File: config.mk
export PLATFORM = sky130hd
export DESIGN_NAME = rsp_s1_prep
export DESIGN_NICKNAME = d
export VERILOG_FILES = /design/src/prep_cfg_pkg.sv /design/src/prep_ctrl_pkg.sv /design/src/prep_regs.sv /design/src/prep_ctrl_fsm.sv /design/src/prep_pe.sv /design/src/rsp_s1_prep.sv
export SDC_FILE = /design/constraint.sdc
export NUM_CORES = 2
export LEC_CHECK = 0
export ABC_AREA = 0
export BUFFER_PORTS_ARGS = -buffer_cell sky130_fd_sc_hd__buf_2
export CAP_MARGIN = 30
export CORE_UTILIZATION = 60
export CTS_CLUSTER_DIAMETER = 50
export CTS_CLUSTER_SIZE = 24
export DETAILED_ROUTE_END_ITERATION = 8
export GPL_TIMING_DRIVEN = 1
export PLACE_DENSITY = 0.88
export SYNTH_ARGS = -nofsm -noshare
export SYNTH_HDL_FRONTEND = slang
export SYNTH_SLANG_ARGS = --single-unit
File: constraint.sdc
create_clock -name clk -period 17 [get_ports clk]
set_input_delay 2.55 -clock clk [delete_from_list [all_inputs] [get_ports clk]]
set_output_delay 2.55 -clock clk [all_outputs]
set_load 0.01 [all_outputs]
File: src/prep_cfg_pkg.sv
`default_nettype none

package prep_cfg_pkg;

  ////////////////////////////////////////
  // Arithmetic and field widths
  ////////////////////////////////////////
  localparam int SAMPLE_W   = 16;                   // One I or Q part
  localparam int GAIN_W     = 16;                   // Unsigned Q8.8
  localparam int GAIN_SHIFT = 8;                    // Drops the fraction bits of the gain
  localparam int DIFF_W     = SAMPLE_W + 1;         // Sample minus offset, no overflow
  localparam int PROD_W     = DIFF_W + GAIN_W + 1;  // Signed diff times unsigned gain
  localparam int CNT_W      = 16;                   // Word counts
  localparam int MEM_ADDR_W = 18;                   // Memory port and base address fields

  localparam logic [GAIN_W-1:0] GAIN_UNITY = 16'h0100;  // 1.0

  ////////////////////////////////////////
  // Register map
  ////////////////////////////////////////
  localparam int          REG_ADDR_W = 4;
  localparam logic [31:0] REG_ID_VAL = 32'h0000_6666;

  typedef enum logic [REG_ADDR_W-1:0] {
    REG_DATA_NUM = 4'd0,
    REG_RD_BASE  = 4'd1,
    REG_WR_BASE  = 4'd2,
    REG_DC_U     = 4'd3,  // I upper half, Q lower half
    REG_GAIN     = 4'd4,
    REG_ID       = 4'd5   // Read only
  } reg_addr_e;

  // Settings of one pass
  typedef struct packed {
    logic [CNT_W-1:0]      data_num;
    logic [MEM_ADDR_W-1:0] rd_base;
    logic [MEM_ADDR_W-1:0] wr_base;
    logic [SAMPLE_W-1:0]   dc_i;
    logic [SAMPLE_W-1:0]   dc_q;
    logic [GAIN_W-1:0]     gain;
  } prep_cfg_t;

endpackage

`default_nettype wire

File: src/prep_ctrl_pkg.sv
`default_nettype none

package prep_ctrl_pkg;

  ////////////////////////////////////////
  // Memory port widths
  ////////////////////////////////////////
  localparam int MEM_DATA_W = 32;              // {I, Q}
  localparam int MEM_STRB_W = MEM_DATA_W / 8;  // Byte enables

  ////////////////////////////////////////
  // Sequencer
  ////////////////////////////////////////
  typedef enum logic [2:0] {
    IDLE,
    WAIT_FOR_TRIG,
    MEM_REQ,
    PE_PROC,
    MEM_REL,
    DONE_REQ
  } ctrl_state_e;

  // Reported with o_finish
  typedef struct packed {
    logic                             aborted;
    logic [prep_cfg_pkg::CNT_W-1:0]   words_written;
  } finish_info_t;

  ////////////////////////////////////////
  // Memory ports
  ////////////////////////////////////////
  // Read port of input memory A, data back one cycle later
  typedef struct packed {
    logic                                en;
    logic [prep_cfg_pkg::MEM_ADDR_W-1:0] addr;
  } mem_rd_t;

  // Write port of output memory A
  typedef struct packed {
    logic                                en;
    logic [prep_cfg_pkg::MEM_ADDR_W-1:0] addr;
    logic [MEM_DATA_W-1:0]               data;
    logic [MEM_STRB_W-1:0]               strb;
  } mem_wr_t;

endpackage

`default_nettype wire

File: src/prep_regs.sv
`default_nettype none

module prep_regs #(
  parameter int ADDR_W = 18
) (
  input  logic                      clk,
  input  logic                      rst_n,
  input  logic                      i_reg_wr,
  input  logic                      i_reg_rd,
  input  prep_cfg_pkg::reg_addr_e   i_reg_addr,
  input  logic [31:0]               i_reg_wdata,
  output logic [31:0]               o_reg_rdata,
  output prep_cfg_pkg::prep_cfg_t   o_cfg
);

  import prep_cfg_pkg::*;

  logic [31:0] rdata_nxt;

  ////////////////////////////////////////
  // Write decode
  ////////////////////////////////////////
  always_ff @(posedge clk or negedge rst_n) begin
    if (!rst_n) begin
      o_cfg <= '{gain: GAIN_UNITY, default: '0};  // Unity gain, no offset
    end else if (i_reg_wr) begin
      case (i_reg_addr)
        REG_DATA_NUM: o_cfg.data_num <= i_reg_wdata[CNT_W-1:0];
        REG_RD_BASE:  o_cfg.rd_base  <= MEM_ADDR_W'(i_reg_wdata[ADDR_W-1:0]);
        REG_WR_BASE:  o_cfg.wr_base  <= MEM_ADDR_W'(i_reg_wdata[ADDR_W-1:0]);
        REG_DC_U: begin
          o_cfg.dc_i <= i_reg_wdata[2*SAMPLE_W-1:SAMPLE_W];
          o_cfg.dc_q <= i_reg_wdata[SAMPLE_W-1:0];
        end
        REG_GAIN:     o_cfg.gain     <= i_reg_wdata[GAIN_W-1:0];
        default: ;  // ID and holes ignore writes
      endcase
    end
  end

  ////////////////////////////////////////
  // Read mux
  ////////////////////////////////////////
  always_comb begin
    case (i_reg_addr)
      REG_DATA_NUM: rdata_nxt = 32'(o_cfg.data_num);
      REG_RD_BASE:  rdata_nxt = 32'(o_cfg.rd_base);
      REG_WR_BASE:  rdata_nxt = 32'(o_cfg.wr_base);
      REG_DC_U:     rdata_nxt = {o_cfg.dc_i, o_cfg.dc_q};
      REG_GAIN:     rdata_nxt = 32'(o_cfg.gain);
      REG_ID:       rdata_nxt = REG_ID_VAL;
      default:      rdata_nxt = '0;  // Unmapped
    endcase
  end

  // Read data one cycle after the strobe
  always_ff @(posedge clk or negedge rst_n) begin
    if (!rst_n) begin
      o_reg_rdata <= '0;
    end else if (i_reg_rd) begin
      o_reg_rdata <= rdata_nxt;
    end
  end

endmodule

`default_nettype wire

File: src/prep_ctrl_fsm.sv
`default_nettype none

module prep_ctrl_fsm (
  input  logic                               clk,
  input  logic                               rst_n,
  input  logic                               i_cmd_valid,
  input  logic                               i_start,
  input  logic                               i_stop,
  input  logic                               i_mem_ack,
  input  logic                               i_finish_ack,
  input  logic                               i_pe_done,
  input  logic [prep_cfg_pkg::CNT_W-1:0]     i_words_written,
  output logic                               o_cmd_ack,
  output logic                               o_start_ack,
  output logic                               o_mem_req,
  output logic                               o_finish,
  output prep_ctrl_pkg::finish_info_t        o_finish_info,
  output logic                               o_pe_start,
  output logic                               o_pe_abort
);

  import prep_ctrl_pkg::*;

  ctrl_state_e state;
  ctrl_state_e state_nxt;
  logic        pe_busy;   // Engine has samples left to write

  ////////////////////////////////////////
  // Next state
  ////////////////////////////////////////
  always_comb begin
    state_nxt = state;
    case (state)
      IDLE:          if (i_cmd_valid) state_nxt = WAIT_FOR_TRIG;
      WAIT_FOR_TRIG: begin
        if (i_stop) begin
          state_nxt = DONE_REQ;  // Abort before any memory traffic
        end else if (i_start) begin
          state_nxt = MEM_REQ;
        end
      end
      MEM_REQ:       if (i_mem_ack) state_nxt = PE_PROC;
      PE_PROC:       if (i_pe_done || i_stop) state_nxt = MEM_REL;
      // Banks released and in-flight writes drained
      MEM_REL:       if (!i_mem_ack && !pe_busy) state_nxt = DONE_REQ;
      DONE_REQ:      if (i_finish_ack) state_nxt = IDLE;
      default:       state_nxt = IDLE;
    endcase
  end

  always_ff @(posedge clk or negedge rst_n) begin
    if (!rst_n) begin
      state <= IDLE;
    end else begin
      state <= state_nxt;
    end
  end

  ////////////////////////////////////////
  // Registered outputs
  ////////////////////////////////////////
  always_ff @(posedge clk or negedge rst_n) begin
    if (!rst_n) begin
      o_cmd_ack     <= 1'b0;
      o_start_ack   <= 1'b0;
      o_mem_req     <= 1'b0;
      o_finish      <= 1'b0;
      o_finish_info <= '0;
      o_pe_start    <= 1'b0;
      o_pe_abort    <= 1'b0;
      pe_busy       <= 1'b0;
    end else begin
      o_cmd_ack   <= 1'b0;  // Pulses unless set below
      o_start_ack <= 1'b0;
      o_pe_start  <= 1'b0;
      case (state)
        IDLE: o_cmd_ack <= i_cmd_valid;
        WAIT_FOR_TRIG: begin
          if (i_stop) begin
            o_finish      <= 1'b1;
            o_finish_info <= '{aborted: 1'b1, words_written: '0};
          end else if (i_start) begin
            o_start_ack <= 1'b1;
            o_mem_req   <= 1'b1;
          end
        end
        MEM_REQ: begin
          if (i_mem_ack) begin
            o_mem_req  <= 1'b0;
            o_pe_start <= 1'b1;  // Same cycle as the request drop
            pe_busy    <= 1'b1;
          end
        end
        PE_PROC: if (i_stop) o_pe_abort <= 1'b1;
        MEM_REL: begin
          if (!i_mem_ack && !pe_busy) begin
            o_finish      <= 1'b1;
            o_finish_info <= '{aborted: o_pe_abort, words_written: i_words_written};
          end
        end
        DONE_REQ: begin
          if (i_finish_ack) begin
            o_finish      <= 1'b0;
            o_finish_info <= '0;
            o_pe_abort    <= 1'b0;
          end
        end
        default: ;
      endcase
      if (i_pe_done) pe_busy <= 1'b0;
    end
  end

endmodule

`default_nettype wire

File: src/prep_pe.sv
`default_nettype none

module prep_pe #(
  parameter int ADDR_W = 18
) (
  input  logic                                    clk,
  input  logic                                    rst_n,
  input  prep_cfg_pkg::prep_cfg_t                 i_cfg,
  input  logic                                    i_start,
  input  logic                                    i_abort,
  input  logic [prep_ctrl_pkg::MEM_DATA_W-1:0]    i_m0_rd_data,
  output prep_ctrl_pkg::mem_rd_t                  o_m0_rd,
  output prep_ctrl_pkg::mem_wr_t                  o_m1_wr,
  output logic                                    o_done,
  output logic [prep_cfg_pkg::CNT_W-1:0]          o_words_written
);

  import prep_cfg_pkg::*;
  import prep_ctrl_pkg::*;

  // Read side
  logic                       rd_en;
  logic [ADDR_W-1:0]          rd_addr;
  logic [CNT_W-1:0]           rd_left;   // Reads after the current one

  // Stage valids
  logic                       ret_vld;   // Data back from memory
  logic                       sub_vld;   // Offset removed
  logic                       wr_en;     // Scaled word on the write port

  logic signed [SAMPLE_W-1:0] smp_i;
  logic signed [SAMPLE_W-1:0] smp_q;
  logic signed [DIFF_W-1:0]   sub_i;
  logic signed [DIFF_W-1:0]   sub_q;
  logic [ADDR_W-1:0]          wr_ptr;
  logic [ADDR_W-1:0]          wr_addr;
  logic [MEM_DATA_W-1:0]      wr_data;

  // Multiply by Q8.8 gain, shift, clamp to the signed sample range
  function automatic logic [SAMPLE_W-1:0] scale_sat(
    input logic signed [DIFF_W-1:0] diff,
    input logic        [GAIN_W-1:0] gain
  );
    logic signed [PROD_W-1:0] prod;
    logic                     ovf_pos;
    logic                     ovf_neg;
    prod    = (diff * $signed({1'b0, gain})) >>> GAIN_SHIFT;
    ovf_pos = !prod[PROD_W-1] && (|prod[PROD_W-2:SAMPLE_W-1]);
    ovf_neg = prod[PROD_W-1] && !(&prod[PROD_W-2:SAMPLE_W-1]);
    if (ovf_pos) begin
      return {1'b0, {(SAMPLE_W-1){1'b1}}};
    end else if (ovf_neg) begin
      return {1'b1, {(SAMPLE_W-1){1'b0}}};
    end
    return prod[SAMPLE_W-1:0];
  endfunction

  assign smp_i = i_m0_rd_data[2*SAMPLE_W-1:SAMPLE_W];
  assign smp_q = i_m0_rd_data[SAMPLE_W-1:0];

  ////////////////////////////////////////
  // Read counter and stage valids
  ////////////////////////////////////////
  always_ff @(posedge clk or negedge rst_n) begin
    if (!rst_n) begin
      rd_en           <= 1'b0;
      rd_left         <= '0;
      ret_vld         <= 1'b0;
      sub_vld         <= 1'b0;
      wr_en           <= 1'b0;
      o_done          <= 1'b0;
      o_words_written <= '0;
    end else begin
      ret_vld <= rd_en;
      sub_vld <= ret_vld;
      wr_en   <= sub_vld;
      // Last sample about to be written, or an empty pass
      o_done  <= (sub_vld && !ret_vld && !rd_en) || (i_start && i_cfg.data_num == '0);
      if (i_start) begin
        rd_en           <= (i_cfg.data_num != '0);
        rd_left         <= i_cfg.data_num - 1'b1;
        o_words_written <= '0;
      end else begin
        if (rd_en && (i_abort || rd_left == '0)) begin
          rd_en <= 1'b0;  // Samples in flight still drain
        end else if (rd_en) begin
          rd_left <= rd_left - 1'b1;
        end
        if (sub_vld) o_words_written <= o_words_written + 1'b1;  // Counts with the write
      end
    end
  end

  ////////////////////////////////////////
  // Datapath
  ////////////////////////////////////////
  always_ff @(posedge clk) begin
    if (i_start) begin
      rd_addr <= i_cfg.rd_base[ADDR_W-1:0];
      wr_ptr  <= i_cfg.wr_base[ADDR_W-1:0];
    end else begin
      if (rd_en)   rd_addr <= rd_addr + 1'b1;
      if (sub_vld) wr_ptr  <= wr_ptr + 1'b1;
    end
    if (ret_vld) begin
      sub_i <= smp_i - $signed(i_cfg.dc_i);
      sub_q <= smp_q - $signed(i_cfg.dc_q);
    end
    if (sub_vld) begin
      wr_addr <= wr_ptr;
      wr_data <= {scale_sat(sub_i, i_cfg.gain), scale_sat(sub_q, i_cfg.gain)};
    end
  end

  assign o_m0_rd = '{en: rd_en, addr: MEM_ADDR_W'(rd_addr)};
  assign o_m1_wr = '{en:   wr_en,
                     addr: MEM_ADDR_W'(wr_addr),
                     data: wr_data,
                     strb: {MEM_STRB_W{1'b1}}};

endmodule

`default_nettype wire

File: src/rsp_s1_prep.sv
`default_nettype none

module rsp_s1_prep #(
  parameter int ADDR_W = 18
) (
  input  logic                                    clk,
  input  logic                                    rst_n,
  // Register port
  input  logic                                    i_reg_wr,
  input  logic                                    i_reg_rd,
  input  prep_cfg_pkg::reg_addr_e                 i_reg_addr,
  input  logic [31:0]                             i_reg_wdata,
  output logic [31:0]                             o_reg_rdata,
  // Control
  input  logic                                    i_cmd_valid,
  input  logic                                    i_start,
  input  logic                                    i_stop,
  input  logic                                    i_mem_ack,
  input  logic                                    i_finish_ack,
  output logic                                    o_cmd_ack,
  output logic                                    o_start_ack,
  output logic                                    o_mem_req,
  output logic                                    o_finish,
  output prep_ctrl_pkg::finish_info_t             o_finish_info,
  // Memory A ports
  input  logic [prep_ctrl_pkg::MEM_DATA_W-1:0]    i_m0_rd_data,
  output prep_ctrl_pkg::mem_rd_t                  o_m0_rd,
  output prep_ctrl_pkg::mem_wr_t                  o_m1_wr
);

  import prep_cfg_pkg::*;

  prep_cfg_t        cfg;
  logic             pe_start;
  logic             pe_abort;
  logic             pe_done;
  logic [CNT_W-1:0] words_written;

  ////////////////////////////////////////
  // Run settings
  ////////////////////////////////////////
  prep_regs #(
    .ADDR_W (ADDR_W)
  ) prep_regs_inst (
    .clk         (clk),
    .rst_n       (rst_n),
    .i_reg_wr    (i_reg_wr),
    .i_reg_rd    (i_reg_rd),
    .i_reg_addr  (i_reg_addr),
    .i_reg_wdata (i_reg_wdata),
    .o_reg_rdata (o_reg_rdata),
    .o_cfg       (cfg)
  );

  ////////////////////////////////////////
  // Sequencer
  ////////////////////////////////////////
  prep_ctrl_fsm prep_ctrl_fsm_inst (
    .clk             (clk),
    .rst_n           (rst_n),
    .i_cmd_valid     (i_cmd_valid),
    .i_start         (i_start),
    .i_stop          (i_stop),
    .i_mem_ack       (i_mem_ack),
    .i_finish_ack    (i_finish_ack),
    .i_pe_done       (pe_done),
    .i_words_written (words_written),
    .o_cmd_ack       (o_cmd_ack),
    .o_start_ack     (o_start_ack),
    .o_mem_req       (o_mem_req),
    .o_finish        (o_finish),
    .o_finish_info   (o_finish_info),
    .o_pe_start      (pe_start),
    .o_pe_abort      (pe_abort)
  );

  ////////////////////////////////////////
  // DC removal and gain engine
  ////////////////////////////////////////
  prep_pe #(
    .ADDR_W (ADDR_W)
  ) prep_pe_inst (
    .clk             (clk),
    .rst_n           (rst_n),
    .i_cfg           (cfg),
    .i_start         (pe_start),
    .i_abort         (pe_abort),
    .i_m0_rd_data    (i_m0_rd_data),
    .o_m0_rd         (o_m0_rd),
    .o_m1_wr         (o_m1_wr),
    .o_done          (pe_done),
    .o_words_written (words_written)
  );

endmodule

`default_nettype wire

==> qor.txt <==
Status - finished, violations left
Failing checks - DRC
Ys async rst share - 62.0%
Final ANT Viol Nets - 0
Port buffer count - 199
Vias per Instance - 5.82
RD Place Congestion - 0.930
Critical Path AT - 8580 ps
Syn Inst Count - 3752
Most frequent cells in the layout - inv_1, fa_1, nand2_1
Pins Over Slew Limit - 0
First-pass GRT wire length - 147000 um
Die Area - 61000 um^2
Tot GR Track Use - 30.7%
Syn_area_per_cell - 9.60 um^2
Slew Limit Headroom - 27.4%
Grt total ovfl - 0
Max-cap violations - 0
Die width - 247 um
DIE HEIGHT - 247 um
Adder-cell share of the synthesized area - 38.1%
Most Frequent Cell on Critical Path - fa_1
Post-synth EDFFs - 120
RSZ-0062 raised after global routing - false
TritonCTS clock tree - built
H-tree depth - 1
Area fraction in and, or, nand and nor cells after synthesis - 14.0%
HPWL after DPL - 68900 um
Xor and xnor fraction of the mapped netlist area - 3.19%
Final worst-path cycle share - 48.8%
Synth Register Bits - 316
CTS sink cnt - 316
Clk root buf - clkbuf_16
Min cycle time layout - 8300 ps
Clk Latency, worst-skew pair - 620 ps
Post-CTS Setup Bufs - 0
Final hold vios - 0
# rows - 89
Post-synth top flop - dfrtp_1
Drt total wl - 90400 um
Crit Path Category - reg2reg
Commonest non-fill, non-tap cell in the layout - inv_1
Largest net degree at the start of global routing - 128
# setup viols final - 0
Ports - 204
Warnings from Yosys - 0
Router iterations before antenna repair - 7
Initial Utilization - 60.9%
Hold buffer count at cts - 0
Min-delay worst type - reg2reg
Fin nets - 4688
Area Growth Syn to Fin - 7.48%
Routed WL per cell - 19.5 um
Clock Pin Slew Worst Setup and Hold Paths - 80 ps
Post-cts resize count - 0
Max FO, Critical Path - 36
Vias in the first global route - 28900
Fmax - 120 MHz
CP Launch Type - flop
Crit path cell chain - nand2_1 > fa_1 > inv_1 > fa_1 > inv_1 > fa_1 > inv_1 > fa_1 > fa_1 > inv_1 > fa_1 > inv_1 > ha_1 > o21ai_0 > nor3_1 > o31a_1 > a311oi_4 > nor4_1 > or4_1 > a31oi_1 > nand4_1 > o41ai_4 > o21ai_0
Routed vias - 27000
Antenna diodes - 0
Share of cells above drive strength 1 - 11.1%
Syn Std Cell Area - 36000 um^2
Clock Skew - 38.8 ps
Largest family of logic cells by synthesized area - adder cells
Post-synthesis mux area share - 3.39%
Initial antenna violation count - 1
Core area - 59100 um^2
Worst slew pin tran - 1060 ps
Number of unique standard cell types used by synthesis - 88
DR iter-0 viols - 2126
Post-synthesis sequential area ratio - 23.6%
Compound-Gate Fraction of Synth Area - 7.48%
Worst path required time - 17280 ps
Maximum clock path buffer count - 3
Max stage delay on crit path - 1090 ps
Crit end category - flop
Num CTS Buffers - 30
CP max-delay cell - dfstp_2
Post-route DRC - 4
Setup TNS - 0 ps
-- critical path: cells and delay by family, from the launching register on --
| kind | cells | cell delay, ps |
|---|---|---|
| buffers and inverters | 5 | 260 |
| AO/OA/AOI/OAI | 6 | 2130 |
| adder cells (fa/ha/maj) | 7 | 3400 |
| flip-flops | 1 | 1090 |
| AND/OR/NAND/NOR | 5 | 1060 |
-- kinds of logic (layout without fill, tap and decap cells) --
family,Yosys count,count (layout)
compound gates,414,414
xor+xnor,131,131
fa+ha+maj,762,762
buf+inv,973,1091
flops,316,316
mux,108,108
other cells,1,4
simple gates,1047,1047
-- routing by layer --
layer,global-route usage [%],share of wire (%)
met4,14.6,4.9
met3,5.08,8.5
met1,38.3,38
met2,52.2,49
met5,0,0.014
-- cell type report --
cell class                 count  area, um^2
multi-input combinational   2466       23900
clock inverter                23         270
fill                        4342       20400
clock buffer                  33         793
inverter                     807        3030
sequential                   316        8510
tap                          773         967
timing repair buffer         228        1260
-- through the flow --
| step | cell area, um^2 | setup slack (ps) | hold WS, ps | instances | util [%] |
|---|---|---|---|---|---|
| 2_1_floorplan | 36000 | 9730 | 419 | 3755 | - |
| 4_1_cts | 38700 | 8780 | 488 | 4645 | 65.4 |
| 3_3_place_gp | 37600 | 8980 | 460 | 4586 | 63.6 |
| 5_1_grt | 38700 | 8270 | 505 | 4646 | 65.5 |
| 3_5_place_dp | 37600 | 8820 | 466 | 4589 | 63.6 |
| 6_report | 38700 | 8700 | 480 | 4646 | 65.5 |
-- flip-flops by register name, indices dropped and copies added, names as in the netlist, 3 cells and up --
signal and flops:
prep_pe_inst.o_words_written 16, prep_ctrl_fsm_inst.state 3, prep_ctrl_fsm_inst.o_finish_info 17, prep_regs_inst.o_cfg 100, prep_pe_inst.sub_q 17, prep_pe_inst.wr_addr 18
prep_pe_inst.wr_data 32, prep_pe_inst.rd_addr 18, prep_pe_inst.rd_left 16, prep_pe_inst.sub_i 17, prep_regs_inst.o_reg_rdata 32, prep_pe_inst.wr_ptr 18
-- final timing paths --
path / cells past startpoint / slack, ps / to / start
hold reg to reg: 2 / 480 / prep_ctrl_fsm_inst.o_finish_info[16] / prep_ctrl_fsm_inst.o_finish_info[16]
hold / removal: 2 / 480 / prep_ctrl_fsm_inst.o_finish_info[16] / prep_ctrl_fsm_inst.o_finish_info[16]
setup / recovery: 23 / 8700 / prep_pe_inst.wr_data[19] / prep_regs_inst.o_cfg[8]
min in group asynchronous: 1 / 1820 / prep_ctrl_fsm_inst.o_finish_info[13] / rst_n
max in group asynchronous: 3 / 13450 / prep_regs_inst.o_reg_rdata[28] / rst_n
setup reg to reg: 23 / 8700 / prep_pe_inst.wr_data[19] / prep_regs_inst.o_cfg[8]
-- synthesized netlist by cell type (all sizes together), types with 9 or more instances --
library cell,count,area [um^2]
inv,807,3030
fa,556,11100
nand2,458,1720
and2,251,1570
ha,206,2580
dfrtp,195,4880
clkbuf,151,568
o21ai,146,734
edfxtp,120,3600
nor2,106,398
mux2,103,1160
a21oi,78,394
xnor2,72,631
xor2,59,517
nor3,54,270
nand3,50,250
a21o,25,189
a221oi,24,216
a22oi,24,180
o22ai,24,150
and3,22,138
nand4,21,131
nor2b,20,125
buf,15,90.1
or2,15,93.8
or3,15,95.1
o21a,13,97.6
nor4,10,62.6
a211oi,9,77.6
a21boi,9,67.6
nand2b,9,56.3
Power is left out: the tool's default activity adds up to more than one toggle a clock period on the data nets, which glitch-free logic cannot reach.
